$ cat src/sdmac_bus_pkg.sv
// SDMAC register block, bus side definitions
// CPU address map, action opcodes and termination states
`default_nettype none

package sdmac_bus_pkg;

  localparam int ADDR_W    = 8;   // CPU address width
  localparam int DATA_W    = 32;  // Data bus width
  localparam int CH_LSB    = 5;   // Channel index in addr[7:5]
  localparam int CH_IDX_W  = 3;
  localparam int OFS_LSB   = 2;   // Register offset in addr[4:2]
  localparam int OFS_W     = 3;
  localparam int WTC_VALUE = 4;   // Fixed word transfer count

  // Register offsets within a channel window
  localparam logic [OFS_W-1:0] OFS_WTC     = 3'd0;
  localparam logic [OFS_W-1:0] OFS_CNTR    = 3'd1;
  localparam logic [OFS_W-1:0] OFS_ISTR    = 3'd2;
  localparam logic [OFS_W-1:0] OFS_ACR     = 3'd3;
  localparam logic [OFS_W-1:0] OFS_ST_DMA  = 3'd4;
  localparam logic [OFS_W-1:0] OFS_SP_DMA  = 3'd5;
  localparam logic [OFS_W-1:0] OFS_CLR_INT = 3'd6;
  localparam logic [OFS_W-1:0] OFS_FLUSH   = 3'd7;

  // One action per accepted bus cycle
  typedef enum logic [3:0] {
    OP_NONE    = 4'd0,
    OP_WTC_RD  = 4'd1,  // Read, offset 0
    OP_CNTR_RD = 4'd2,  // Read, offset 1
    OP_CNTR_WR = 4'd3,  // Write, offset 1
    OP_ISTR_RD = 4'd4,  // Read, offset 2
    OP_ACR_WR  = 4'd5,  // Write, offset 3
    OP_ST_DMA  = 4'd6,  // Strobes, either direction
    OP_SP_DMA  = 4'd7,
    OP_CLR_INT = 4'd8,
    OP_FLUSH   = 4'd9
  } reg_op_e;

  // DSACK termination FSM
  typedef enum logic [1:0] {
    T_IDLE = 2'd0,
    T_WAIT = 2'd1,  // CPU has seen dsack_, as_ still low
    T_ACK  = 2'd2
  } term_state_e;

endpackage

`default_nettype wire

$ cat src/sdmac_chan_pkg.sv
// SDMAC register block, channel side definitions
// Register widths and bit positions of CNTR and ISTR
`default_nettype none

package sdmac_chan_pkg;

  localparam int CNTR_W = 9;  // Control register width
  localparam int ISTR_W = 9;  // Interrupt status register width

  // Control register bits
  localparam int CNTR_DDIR   = 1;  // DMA direction
  localparam int CNTR_INTEN  = 2;  // Interrupt enable
  localparam int CNTR_PRESET = 4;  // Peripheral reset
  localparam int CNTR_DMAENA = 8;  // Read only, mirrors the enable flag

  // Bits 0..7 are CPU writable
  localparam logic [CNTR_W-1:0] CNTR_WR_MASK = 9'h0FF;

  // Status register bits, the rest read zero
  localparam int ISTR_FE    = 0;  // FIFO empty, live
  localparam int ISTR_FF    = 1;  // FIFO full, live
  localparam int ISTR_INT_P = 4;  // Interrupt pending, latched
  localparam int ISTR_INTS  = 5;  // Interrupt input, live

  // Write data bit kept by an ACR write
  localparam int A1_BIT = 25;

endpackage

`default_nettype wire

$ cat src/sdmac_addr_decoder.sv
// SDMAC address decoder
// Detects the start of a CPU bus cycle and issues one action opcode
// plus a one-hot channel select for the following clock
`timescale 1ns/1ps
`default_nettype none

module sdmac_addr_decoder #(
  parameter int NUM_CH = 4
) (
  input  wire                                  ACR_WR,
  input  wire                                  RST_,
  input  wire  [sdmac_bus_pkg::ADDR_W-1:0]     addr,
  input  wire                                  sel_,   // Chip select
  input  wire                                  as_,    // Address strobe
  input  wire                                  rw,     // 1 = read
  input  wire  [sdmac_bus_pkg::DATA_W-1:0]     mid,
  output sdmac_bus_pkg::reg_op_e               op,
  output logic                                 cyc,    // Accepted cycle, one clock
  output logic [NUM_CH-1:0]                    ch_sel,
  output logic [sdmac_bus_pkg::CH_IDX_W-1:0]   ch_idx,
  output logic [sdmac_bus_pkg::DATA_W-1:0]     wdata
);

  logic                                as_q;      // Previous as_ sample
  logic                                start;
  logic                                in_range;
  logic [sdmac_bus_pkg::CH_IDX_W-1:0]  ch_d;
  logic [sdmac_bus_pkg::OFS_W-1:0]     ofs_d;
  logic [NUM_CH-1:0]                   sel_d;
  sdmac_bus_pkg::reg_op_e              op_d;

  assign ch_d     = addr[sdmac_bus_pkg::CH_LSB +: sdmac_bus_pkg::CH_IDX_W];
  assign ofs_d    = addr[sdmac_bus_pkg::OFS_LSB +: sdmac_bus_pkg::OFS_W];
  assign in_range = int'(ch_d) < NUM_CH;
  assign start    = ~as_ & as_q & ~sel_;  // Falling as_ with chip selected

  // Offset and direction to action
  always_comb begin
    case (ofs_d)
      sdmac_bus_pkg::OFS_WTC:     op_d = rw ? sdmac_bus_pkg::OP_WTC_RD : sdmac_bus_pkg::OP_NONE;
      sdmac_bus_pkg::OFS_CNTR:    op_d = rw ? sdmac_bus_pkg::OP_CNTR_RD : sdmac_bus_pkg::OP_CNTR_WR;
      sdmac_bus_pkg::OFS_ISTR:    op_d = rw ? sdmac_bus_pkg::OP_ISTR_RD : sdmac_bus_pkg::OP_NONE;
      sdmac_bus_pkg::OFS_ACR:     op_d = rw ? sdmac_bus_pkg::OP_NONE : sdmac_bus_pkg::OP_ACR_WR;
      sdmac_bus_pkg::OFS_ST_DMA:  op_d = sdmac_bus_pkg::OP_ST_DMA;
      sdmac_bus_pkg::OFS_SP_DMA:  op_d = sdmac_bus_pkg::OP_SP_DMA;
      sdmac_bus_pkg::OFS_CLR_INT: op_d = sdmac_bus_pkg::OP_CLR_INT;
      sdmac_bus_pkg::OFS_FLUSH:   op_d = sdmac_bus_pkg::OP_FLUSH;
      default:                    op_d = sdmac_bus_pkg::OP_NONE;
    endcase
    if (!in_range) op_d = sdmac_bus_pkg::OP_NONE;  // No such channel
  end

  // Channel index to one-hot, all zero when out of range
  always_comb begin
    for (int i = 0; i < NUM_CH; i++) begin
      sel_d[i] = (int'(ch_d) == i);
    end
  end

  always_ff @(posedge ACR_WR or negedge RST_) begin
    if (!RST_) begin
      as_q   <= 1'b1;
      op     <= sdmac_bus_pkg::OP_NONE;
      cyc    <= 1'b0;
      ch_sel <= '0;
    end else begin
      as_q   <= as_;
      op     <= start ? op_d : sdmac_bus_pkg::OP_NONE;  // Single clock action
      cyc    <= start;
      ch_sel <= start ? sel_d : '0;
    end
  end

  // Payload, only read alongside op
  always_ff @(posedge ACR_WR) begin
    if (start) begin
      ch_idx <= ch_d;
      wdata  <= mid;
    end
  end

endmodule

`default_nettype wire

$ cat src/sdmac_channel_regs.sv
// SDMAC channel register slice
// Control, interrupt status, DMA enable, FIFO flush and A1 state of one channel
`timescale 1ns/1ps
`default_nettype none

module sdmac_channel_regs (
  input  wire                                ACR_WR,
  input  wire                                RST_,
  input  sdmac_bus_pkg::reg_op_e             op,
  input  wire                                sel,         // This channel addressed
  input  wire  [sdmac_bus_pkg::DATA_W-1:0]   wdata,
  input  wire                                fifo_empty,
  input  wire                                fifo_full,
  input  wire                                inta_i,      // Peripheral interrupt
  input  wire                                stop_flush,
  output logic [sdmac_chan_pkg::CNTR_W-1:0]  cntr_q,
  output logic [sdmac_chan_pkg::ISTR_W-1:0]  istr_q,
  output logic                               int_req,
  output logic                               dmadir,
  output logic                               dmaena,
  output logic                               preset,
  output logic                               flush_fifo,
  output logic                               a1
);

  logic [sdmac_chan_pkg::CNTR_W-1:0] cntr_r;  // Writable part only
  logic                              int_p;   // Latched interrupt
  logic                              clr_int;

  assign clr_int = sel && (op == sdmac_bus_pkg::OP_CLR_INT);

  // Control register, DMA enable and A1
  always_ff @(posedge ACR_WR or negedge RST_) begin
    if (!RST_) begin
      cntr_r <= '0;
      dmaena <= 1'b0;
      a1     <= 1'b0;
    end else if (sel) begin
      case (op)
        sdmac_bus_pkg::OP_CNTR_WR:
          cntr_r <= wdata[sdmac_chan_pkg::CNTR_W-1:0] & sdmac_chan_pkg::CNTR_WR_MASK;
        sdmac_bus_pkg::OP_ST_DMA:
          dmaena <= 1'b1;
        sdmac_bus_pkg::OP_SP_DMA:
          dmaena <= 1'b0;
        sdmac_bus_pkg::OP_ACR_WR:
          a1 <= wdata[sdmac_chan_pkg::A1_BIT];
        default: ;  // Reads and other strobes leave these alone
      endcase
    end
  end

  // Interrupt pending, clear wins over a new request
  always_ff @(posedge ACR_WR or negedge RST_) begin
    if (!RST_) begin
      int_p <= 1'b0;
    end else if (clr_int) begin
      int_p <= 1'b0;
    end else if (inta_i) begin
      int_p <= 1'b1;
    end
  end

  // FIFO flush latch, stop_flush first
  always_ff @(posedge ACR_WR or negedge RST_) begin
    if (!RST_) begin
      flush_fifo <= 1'b0;
    end else if (stop_flush) begin
      flush_fifo <= 1'b0;
    end else if (sel && (op == sdmac_bus_pkg::OP_FLUSH)) begin
      flush_fifo <= 1'b1;
    end
  end

  // CNTR readback with enable mirror in bit 8
  always_comb begin
    cntr_q = cntr_r & sdmac_chan_pkg::CNTR_WR_MASK;
    cntr_q[sdmac_chan_pkg::CNTR_DMAENA] = dmaena;
  end

  // ISTR, live FIFO flags and interrupt input
  always_comb begin
    istr_q = '0;
    istr_q[sdmac_chan_pkg::ISTR_FE]    = fifo_empty;
    istr_q[sdmac_chan_pkg::ISTR_FF]    = fifo_full;
    istr_q[sdmac_chan_pkg::ISTR_INT_P] = int_p;
    istr_q[sdmac_chan_pkg::ISTR_INTS]  = inta_i;
  end

  assign int_req = int_p & cntr_r[sdmac_chan_pkg::CNTR_INTEN];  // Masked request
  assign dmadir  = cntr_r[sdmac_chan_pkg::CNTR_DDIR];
  assign preset  = cntr_r[sdmac_chan_pkg::CNTR_PRESET];

endmodule

`default_nettype wire

$ cat src/sdmac_bus_return.sv
// SDMAC bus return path
// Read data mux into mod, interrupt combine and DSACK termination FSM
`timescale 1ns/1ps
`default_nettype none

module sdmac_bus_return #(
  parameter int NUM_CH = 4
) (
  input  wire                                        ACR_WR,
  input  wire                                        RST_,
  input  wire                                        as_,
  input  sdmac_bus_pkg::reg_op_e                     op,
  input  wire                                        cyc,
  input  wire  [sdmac_bus_pkg::CH_IDX_W-1:0]         ch_idx,
  input  wire  [NUM_CH*sdmac_chan_pkg::CNTR_W-1:0]   cntr_all,
  input  wire  [NUM_CH*sdmac_chan_pkg::ISTR_W-1:0]   istr_all,
  input  wire  [NUM_CH-1:0]                          int_req_all,
  output logic [sdmac_bus_pkg::DATA_W-1:0]           mod,
  output logic                                       dsack_,
  output logic                                       int_o_
);

  sdmac_bus_pkg::term_state_e          state;
  sdmac_bus_pkg::term_state_e          state_d;
  logic [sdmac_bus_pkg::DATA_W-1:0]    rd_val;
  logic [sdmac_chan_pkg::CNTR_W-1:0]   cntr_sel;
  logic [sdmac_chan_pkg::ISTR_W-1:0]   istr_sel;

  // Addressed channel, zero when out of range
  always_comb begin
    cntr_sel = '0;
    istr_sel = '0;
    if (int'(ch_idx) < NUM_CH) begin
      cntr_sel = cntr_all[int'(ch_idx)*sdmac_chan_pkg::CNTR_W +: sdmac_chan_pkg::CNTR_W];
      istr_sel = istr_all[int'(ch_idx)*sdmac_chan_pkg::ISTR_W +: sdmac_chan_pkg::ISTR_W];
    end
  end

  always_comb begin
    case (op)
      sdmac_bus_pkg::OP_WTC_RD:  rd_val = sdmac_bus_pkg::DATA_W'(sdmac_bus_pkg::WTC_VALUE);
      sdmac_bus_pkg::OP_CNTR_RD: rd_val = sdmac_bus_pkg::DATA_W'(cntr_sel);
      sdmac_bus_pkg::OP_ISTR_RD: rd_val = sdmac_bus_pkg::DATA_W'(istr_sel);
      default:                   rd_val = '0;  // Writes and strobes
    endcase
  end

  // Termination, dsack_ low in T_ACK and T_WAIT
  always_comb begin
    state_d = state;
    case (state)
      sdmac_bus_pkg::T_IDLE: if (cyc) state_d = sdmac_bus_pkg::T_ACK;
      sdmac_bus_pkg::T_ACK:  state_d = as_ ? sdmac_bus_pkg::T_IDLE : sdmac_bus_pkg::T_WAIT;
      sdmac_bus_pkg::T_WAIT: if (as_) state_d = sdmac_bus_pkg::T_IDLE;
      default:               state_d = sdmac_bus_pkg::T_IDLE;
    endcase
  end

  always_ff @(posedge ACR_WR or negedge RST_) begin
    if (!RST_) begin
      state  <= sdmac_bus_pkg::T_IDLE;
      dsack_ <= 1'b1;
      mod    <= '0;
    end else begin
      state  <= state_d;
      dsack_ <= (state_d == sdmac_bus_pkg::T_IDLE);
      if (state == sdmac_bus_pkg::T_IDLE && cyc) mod <= rd_val;  // Held until next cycle
    end
  end

  assign int_o_ = ~|int_req_all;  // Active low, any channel

endmodule

`default_nettype wire

$ cat src/sdmac_registers.sv
// SDMAC register block top level
// Address decoder, NUM_CH channel slices and the bus return path
`timescale 1ns/1ps
`default_nettype none

module sdmac_registers #(
  parameter int NUM_CH = 4  // 1 to 8
) (
  input  wire                               ACR_WR,
  input  wire                               RST_,
  input  wire  [sdmac_bus_pkg::ADDR_W-1:0]  addr,
  input  wire                               sel_,
  input  wire                               as_,
  input  wire                               rw,
  input  wire  [sdmac_bus_pkg::DATA_W-1:0]  mid,
  input  wire  [NUM_CH-1:0]                 fifo_empty,
  input  wire  [NUM_CH-1:0]                 fifo_full,
  input  wire  [NUM_CH-1:0]                 inta_i,
  input  wire  [NUM_CH-1:0]                 stop_flush,
  output logic [sdmac_bus_pkg::DATA_W-1:0]  mod,
  output logic                              dsack_,
  output logic                              int_o_,
  output logic [NUM_CH-1:0]                 dmadir,
  output logic [NUM_CH-1:0]                 dmaena,
  output logic [NUM_CH-1:0]                 preset,
  output logic [NUM_CH-1:0]                 flush_fifo,
  output logic [NUM_CH-1:0]                 a1
);

  sdmac_bus_pkg::reg_op_e                   op;
  logic                                     cyc;
  logic [NUM_CH-1:0]                        ch_sel;
  logic [sdmac_bus_pkg::CH_IDX_W-1:0]       ch_idx;
  logic [sdmac_bus_pkg::DATA_W-1:0]         wdata;
  logic [NUM_CH*sdmac_chan_pkg::CNTR_W-1:0] cntr_all;  // Flattened per channel
  logic [NUM_CH*sdmac_chan_pkg::ISTR_W-1:0] istr_all;
  logic [NUM_CH-1:0]                        int_req_all;

  if (NUM_CH < 1 || NUM_CH > 8) begin : g_bad_num_ch
    $error("NUM_CH must be 1 to 8");  // Only 3 index bits in addr
  end

  sdmac_addr_decoder #(.NUM_CH(NUM_CH)) u_addr_decoder (
    .ACR_WR (ACR_WR), .RST_ (RST_),
    .addr   (addr),   .sel_ (sel_), .as_ (as_), .rw (rw), .mid (mid),
    .op     (op),     .cyc  (cyc),  .ch_sel (ch_sel),
    .ch_idx (ch_idx), .wdata (wdata)
  );

  for (genvar g = 0; g < NUM_CH; g++) begin : g_chan
    sdmac_channel_regs u_chan (
      .ACR_WR     (ACR_WR),        .RST_       (RST_),
      .op         (op),            .sel        (ch_sel[g]),
      .wdata      (wdata),
      .fifo_empty (fifo_empty[g]), .fifo_full  (fifo_full[g]),
      .inta_i     (inta_i[g]),     .stop_flush (stop_flush[g]),
      .cntr_q     (cntr_all[g*sdmac_chan_pkg::CNTR_W +: sdmac_chan_pkg::CNTR_W]),
      .istr_q     (istr_all[g*sdmac_chan_pkg::ISTR_W +: sdmac_chan_pkg::ISTR_W]),
      .int_req    (int_req_all[g]),
      .dmadir     (dmadir[g]),     .dmaena     (dmaena[g]),
      .preset     (preset[g]),     .flush_fifo (flush_fifo[g]),
      .a1         (a1[g])
    );
  end

  sdmac_bus_return #(.NUM_CH(NUM_CH)) u_bus_return (
    .ACR_WR      (ACR_WR),   .RST_     (RST_),   .as_ (as_),
    .op          (op),       .cyc      (cyc),    .ch_idx (ch_idx),
    .cntr_all    (cntr_all), .istr_all (istr_all),
    .int_req_all (int_req_all),
    .mod         (mod),      .dsack_   (dsack_), .int_o_ (int_o_)
  );

endmodule

`default_nettype wire

$ cat config.mk
export PLATFORM = sky130hd
export DESIGN_NAME = sdmac_registers
export DESIGN_NICKNAME = d
export VERILOG_FILES = /design/src/sdmac_bus_pkg.sv /design/src/sdmac_chan_pkg.sv /design/src/sdmac_addr_decoder.sv /design/src/sdmac_channel_regs.sv /design/src/sdmac_bus_return.sv /design/src/sdmac_registers.sv
export SDC_FILE = /design/constraint.sdc
export NUM_CORES = 1
export LEC_CHECK = 0
export BUFFER_PORTS_ARGS = -buffer_cell sky130_fd_sc_hd__buf_2
export CORE_UTILIZATION = 40
export CTS_CLUSTER_SIZE = 12
export DETAILED_ROUTE_END_ITERATION = 7
export MAX_ROUTING_LAYER = met4
export SKIP_CTS_REPAIR_TIMING = 1
export SLEW_MARGIN = 30
export SYNTH_ARGS = -nofsm -noshare
export SYNTH_HDL_FRONTEND = slang
export SYNTH_SLANG_ARGS = --single-unit
$ cat constraint.sdc
create_clock -name ACR_WR -period 4.7 [get_ports ACR_WR]
set_input_delay 0.47 -clock ACR_WR [delete_from_list [all_inputs] [get_ports ACR_WR]]
set_output_delay 0.47 -clock ACR_WR [all_outputs]
set_load 0.005 [all_outputs]
==> out/summary.log, run 1 <==
INFO  timing         timing.final.crit_share=0.414
INFO  die            floorplan.initialDensity=0.422
INFO  die            die_y_extent=98.8um
INFO  timing         slew_violations=0
INFO  drt            drt-initial-drc-count=72
INFO  clock_network  htree_levels=3
INFO  yosys          synth_enable_flop_cells=12
INFO  pwr            intPower=1000uW
INFO  yosys          yosysWarnings=0
INFO  place          detailed_place_hpwl=5020um
INFO  pwr            total_leakage_power=0.00203uW
INFO  yosys          synth.distinct_cells=34
INFO  layout         syn2layout_area_growth=10.6%
INFO  drt            mean_number_of_vias_per_cell=4.92
INFO  pwr            seq_power_share=0.573
INFO  clock_network  worst_skew_pair.late_latency=0.34ns
INFO  yosys          synth_flop_cell=dfrtp_1
INFO  run_status     outcome=finished, final reports clean
INFO  timing         timing.fmax=514MHz
INFO  layout         num_antenna_cells=0
INFO  grt            grt_first_pass_wirelength=11300um
INFO  timing         setup_viol=0
INFO  pwr            power.combinational.fraction=0.053
INFO  layout         utilization=0.466
INFO  drt            detailedRoute.firstPassIterationCount=4
INFO  worst_hold_path worst_hold_path_type=input pin to asynchronous set/reset pin
INFO  die            chipWidth=98.8um
INFO  pwr            power_density_over_cell_area=312mW/mm2
INFO  timing         timing.setup.tns=0ns
INFO  grt            grt_start_max_net_pins=71
INFO  drt            wl_per_cell=15.1um
INFO  pwr            ir_drop=0.000134V
INFO  flow_run       max_cap_violations=0
INFO  grt            antenna_found_initial=0
INFO  grt            grt_pass1_vias=2257
INFO  die            io_pins=115
INFO  pwr            power.share.clock=0.375
INFO  drt            vias=2287
INFO  yosys          post_synth_instance_area=0.00375mm2
INFO  critical_path  setup.worst_path.start_class=register
INFO  critical_path  critical_path.max_fanout=3
INFO  timing         finalHoldViolations=0
INFO  pwr            sw_frac_of_total=0.224
INFO  drt            drt.antenna.violating_nets=0
INFO  critical_path  setup.worst_path.end_class=output pin
INFO  layout         fillers=838
INFO  place          gp_routability_congestion=0.745
INFO  drt            totalWireLength=7020um
INFO  clock_network  clock_tree_from_tritoncts=done
INFO  drt            route.detailed.drc=0
INFO  timing         worstMarginPinSlew=0.636ns
INFO  critical_path  crit_required=4.23ns
INFO  yosys          synth-async-reset-ratio=0.854
INFO  clock_network  cts.root.buffer_cell=clkbuf_8
INFO  grt            grt_remaining_overflow=0
INFO  yosys          mean_instance_size_in_the_synthesized_netlist=12.5um2
INFO  clock_network  numCtsBuffers=9
INFO  die            rows=34
INFO  clock_network  cts.sink_count=82
INFO  pwr            net-switching-power=290uW
INFO  timing         final_period_minus_worst_setup_slack=1.94ns
INFO  yosys          ys_seq_elements=82
INFO  critical_path  arrival=1.47ns
INFO  clock_network  path_clk_slew=0.08ns
INFO  timing         fin_worst_skew=0.0102ns
INFO  timing         slew_headroom=0.576
INFO  clock_network  clockBufferDepth=2
INFO  yosys          synth-seq-area-share=0.564
INFO  grt            groute.usage.overall=0.159
INFO  die            floorplan.die_area=0.00977mm2
INFO  critical_path  worst-setup-path-type=register to output pin
INFO  place          port-buffer-count=66
INFO  layout         num-nets-final=413
INFO  die            core=0.00889mm2
INFO  timing         rsz0062_at_grt=false
INFO  yosys          postSynthCellCount=300
INFO  layout         drive_gt1_frac=0.359
cell usage in the layout (no fill, tap or decap), drive strengths merged, types with 6 or more instances in the layout:
master  instances
a21oi          10
buf            69
clkbuf         11
conb           23
dfrtp          68
edfxtp         12
inv             6
mux2           36
mux2i          17
nand2          27
nor2           15
o21ai          17
state kept, by name, indices dropped and copies added, names as in the netlist:
| signal | count |
|---|---|
| g_chan.u_chan.flush_fifo | 4 |
| u_bus_return.state | 2 |
| g_chan.u_chan.int_p | 4 |
| u_bus_return.mod | 9 |
| g_chan.u_chan.cntr_r | 32 |
| u_addr_decoder.cyc | 1 |
| g_chan.u_chan.dmaena | 4 |
| u_addr_decoder.ch_idx | 3 |
| u_addr_decoder.op | 4 |
| u_addr_decoder.as_q | 1 |
| u_addr_decoder.ch_sel | 4 |
| g_chan.u_chan.a1 | 4 |
| u_bus_return.dsack_ | 1 |
| u_addr_decoder.wdata | 9 |
metal layers:
| metal | global-route usage | vias up | part of all wire | wire (um) |
|---|---|---|---|---|
| met1 | 0.191 | 1124 | 0.43 | 3030 |
| met2 | 0.260 | 64 | 0.52 | 3630 |
| li1 | - | 1089 | - | - |
| met4 | 0.0586 | 0 | 0.013 | 88 |
| met5 | - | - | 0 | 0 |
| met3 | 0.0369 | 10 | 0.039 | 272 |
power by group through the flow:
stage	combinational (uW)	sequential (uW)	clock, uW
after CTS	69.5	742	499
after global routing	77.9	743	531
after floorplan	41.1	754	0
final	68.1	741	485
after global placement	67.9	756	0
after detailed placement	69.3	756	0
synth_stat cells (6+ instances only):
master | instances | area (um2)
a21oi_1 | 10 | 50.1
edfxtp_1 | 12 | 360
inv_1 | 6 | 22.5
buf_4 | 44 | 330
dfrtp_1 | 68 | 1700
nand2_1 | 27 | 101
o21ai_0 | 9 | 45.0
mux2i_1 | 17 | 170
o21ai_1 | 8 | 40.0
mux2_2 | 34 | 383
nor2_1 | 15 | 56.3
stage by stage:
step | power [uW] | worst slack [ns] | instance area, um2 | instances | hold WS [ns]
after CTS | 1310 | 2.73 | 4140 | 465 | 0.244
after floorplan | 795 | 2.45 | 3830 | 322 | 0.174
final | 1290 | 2.76 | 4150 | 465 | 0.202
after global placement | 824 | 2.86 | 3960 | 449 | 0.470
after global routing | 1350 | 2.65 | 4150 | 465 | 0.238
after detailed placement | 825 | 2.86 | 3960 | 449 | 0.474
worst paths after layout:
path / from / endpoint / slack (ns) / cells after the start
hold / removal: RST_ / g_chan[1].u_chan.a1 / 0.20 / 2
setup reg to reg: u_addr_decoder.op[0] / g_chan[2].u_chan.cntr_r[4] / 2.87 / 4
setup / recovery: g_chan[0].u_chan.cntr_r[2] / int_o_ / 2.76 / 3
hold reg to reg: u_bus_return.mod[0] / u_bus_return.mod[0] / 0.49 / 2
min in group ACR_WR: as_ / u_addr_decoder.as_q / 0.25 / 1
max in group asynchronous: RST_ / u_bus_return.state[1] / 4.04 / 2
final cells by class:
| cell class | instances | area [um2] | share of cell area |
|---|---|---|---|
| Timing Repair Buffer | 69 | 357 | 0.0860 |
| Tap cell | 108 | 135 | 0.0326 |
| Inverter | 6 | 22.5 | 0.00543 |
| Multi-Input combinational cell | 184 | 1330 | 0.321 |
| Clock inverter | 5 | 55.1 | 0.0133 |
| Sequential cell | 82 | 2110 | 0.510 |
| Clock buffer | 11 | 131 | 0.0317 |
cells by family (layout without fill, tap and decap cells):
| kind of cell | count (synthesis) | in the layout | share of synthesized area |
|---|---|---|---|
| AOI/OAI and AO/OA | 38 | 38 | 0.0584 |
| other | 1 | 23 | 0.00100 |
| buffers and inverters | 56 | 91 | 0.104 |
| xor gates and xnor gates | 2 | 2 | 0.00467 |
| DFF | 82 | 82 | 0.564 |
| and+or+nand+nor | 63 | 63 | 0.0841 |
| muxes | 58 | 58 | 0.184 |
critical path, cell delays in order (launching register included):
cell and delay (ns):
dfrtp_1 0.39, a22o_1 0.24, a221oi_1 0.32, buf_2 0.19
Note: power is estimated with default switching activity, not from simulation.
==> inputs of run 2 (changes only) <==
==> constraint.sdc (replaced) <==
create_clock -name ACR_WR -period 1.8 [get_ports ACR_WR]
set_input_delay 0.18 -clock ACR_WR [delete_from_list [all_inputs] [get_ports ACR_WR]]
set_output_delay 0.18 -clock ACR_WR [all_outputs]
set_load 0.005 [all_outputs]
==> run 2 against run 1 <==
  * Worst setup slack worse by 2.6 ns
  * Routed wire length up 3.1%
  * Sequential cell count unchanged
  * Clock power up 140%
  * Cell area up 5.0%
  * Highest routed layer unchanged
==> out/summary.log, run 2 (synthesized netlist as in run 1, its figures left out) <==
INFO  run_status     outcome=finished, final reports clean
INFO  clock_network  clockBufferDepth=2
INFO  critical_path  setup.worst_path.start_class=register
INFO  grt            grt_first_pass_wirelength=11700um
INFO  timing         timing.setup.tns=0ns
INFO  timing         setup_viol=0
INFO  drt            route.detailed.drc=0
INFO  critical_path  path_delay_family=simple AND/OR/NAND/NOR gates
INFO  pwr            sw_frac_of_total=0.228
INFO  layout         number_of_flip_flops_under_the_largest_register_name=32
INFO  timing         slew_headroom=0.663
INFO  pwr            intPower=2540uW
INFO  clock_network  cts.root.buffer_cell=clkbuf_8
INFO  clock_network  worst_skew_pair.late_latency=0.35ns
INFO  place          numPlacedInstances=460
INFO  layout         largest-register=g_chan.u_chan.cntr_r
INFO  timing         slew_violations=0
INFO  die            rows=34
INFO  critical_path  worst-setup-path-type=register to register
INFO  layout         final_design_area_no_fill=0.00436mm2
INFO  layout         num_antenna_cells=0
INFO  layout         drive_gt1_frac=0.369
INFO  drt            totalWireLength=7240um
INFO  flow_run       max_cap_violations=0
INFO  layout         num-nets-final=435
INFO  critical_path  setup.worst_path.end_class=register
INFO  die            core=0.00889mm2
INFO  timing         finalHoldViolations=0
INFO  layout         stdcell_count=487
INFO  drt            detailedRoute.firstPassIterationCount=4
INFO  pwr            power.combinational.fraction=0.064
INFO  place          detailed_place_hpwl=5130um
INFO  pwr            total_leakage_power=0.00214uW
INFO  die            floorplan.initialDensity=0.422
INFO  timing         fin_worst_skew=0.0101ns
INFO  die            io_pins=115
INFO  timing         worstMarginPinSlew=0.502ns
INFO  die            chipWidth=98.8um
INFO  critical_path  worstPathBufferInverterCount=0
INFO  timing         timing.final.crit_share=0.933
INFO  layout         layout_top_registers=g_chan.u_chan.cntr_r x32, u_addr_decoder.wdata x9, u_bus_return.mod x9
INFO  timing         final_period_minus_worst_setup_slack=1.68ns
INFO  layout         most-common-layout-cells=68 x dfrtp_1, 66 x buf_2, 34 x mux2_2
INFO  pwr            net-switching-power=753uW
INFO  clock_network  htree_levels=3
INFO  grt            groute.usage.overall=0.164
INFO  worst_hold_path worst_hold_path_type=input pin to register
INFO  grt            antenna_found_initial=0
INFO  timing         hold_ws=0.0120ns
INFO  die            floorplan.die_area=0.00977mm2
INFO  pwr            ir_drop=0.000287V
INFO  place          gp_routability_congestion=0.766
INFO  pwr            seq_power_share=0.587
INFO  grt            grt_remaining_overflow=0
INFO  timing         timing.fmax=595MHz
INFO  layout         syn2layout_area_growth=16.1%
INFO  drt            drt-initial-drc-count=136
INFO  critical_path  crit_required=2.08ns
INFO  drt            mean_number_of_vias_per_cell=4.83
INFO  clock_network  cts.sink_count=82
INFO  drt            vias=2354
INFO  critical_path  critical_path.max_fanout=9
INFO  critical_path  crit_path_cell_trace=or4b_4, or3_4, o21ai_1
INFO  timing         rsz0062_at_grt=false
INFO  clock_network  clock_tree_from_tritoncts=done
INFO  pwr            design_power_total=3290uW
INFO  layout         layout.cells.most_common=dfrtp_1
INFO  die            die_y_extent=98.8um
INFO  clock_network  path_clk_slew=0.08ns
INFO  drt            wl_per_cell=14.9um
INFO  critical_path  arrival=1.96ns
INFO  grt            grt_pass1_vias=2301
INFO  place          place_area=0.00408mm2
INFO  place          port-buffer-count=66
INFO  drt            drt.antenna.violating_nets=0
INFO  clock_network  numCtsBuffers=9
INFO  critical_path  critical-path-slowest-cell=or4b_4
INFO  pwr            power.share.clock=0.349
INFO  critical_path  timing.critical_path.slowest_cell_delay=0.64ns
INFO  pwr            power_density_over_cell_area=756mW/mm2
INFO  grt            grt_start_max_net_pins=41
==> run 2: changes by cell type in the layout (fill, tap and decap cells not counted), sizes merged <==
cell | before | now
buf | 69 | 80
dlygate4sd3 | 0 | 11
clkinv | 2 | 4
clkinvlp | 2 | 0
bufinv | 1 | 0
clkbuf | 11 | 12
==> run 2: power groups by stage <==
stage	Combinational [uW]	Sequential, uW	Clock (uW)
floorplan	108	1970	0
global placement	191	1970	0
detailed placement	195	1970	0
CTS	196	1940	1190
global route	237	1940	1260
finish	210	1940	1150
==> run 2: metal layers <==
metal / global-route usage / up-vias / share of wire
li1: - / 1137 / -
met4: 0.0723 / 0 / 0.017
met2: 0.270 / 64 / 0.50
met1: 0.199 / 1142 / 0.45
met3: 0.0255 / 11 / 0.032
met5: - / - / 0
==> run 2: worst paths after layout <==
check,slack (ns),end,start,cells past startpoint
min in group asynchronous,0.29,g_chan[1].u_chan.flush_fifo,RST_,2
hold reg to reg,0.49,u_bus_return.mod[0],u_bus_return.mod[0],2
setup reg to reg,0.12,u_bus_return.mod[6],u_addr_decoder.op[0],3
setup / recovery,0.12,u_bus_return.mod[6],u_addr_decoder.op[0],3
max in group asynchronous,0.89,u_bus_return.dsack_,RST_,3
hold / removal,0.01,u_addr_decoder.wdata[0],mid[0],1
==> run 2: metrics by stage <==
stage               setup WS (ns)  utilization
finish                      0.120        0.490
global placement            0.109        0.458
CTS                        0.0424        0.477
global route               0.0391        0.490
floorplan                   0.111            -
detailed placement         0.0586        0.458
==> run 2: area by class of cell <==
| cell class | count | area (um2) |
|---|---|---|
| multi-input cells | 184 | 1340 |
| inverters | 6 | 22.5 |
| well taps | 108 | 135 |
| clock inverters | 4 | 20.0 |
| flip-flops and latches | 82 | 2110 |
| fillers | 809 | 4540 |
| clock buffers | 12 | 145 |
| repair buffers | 91 | 583 |
==> run 2: worst reg2reg max path: stages (launching register included) <==
cell	delay [ns]
dfrtp_1	0.44
or4b_4	0.64
or3_4	0.40
o21ai_1	0.14
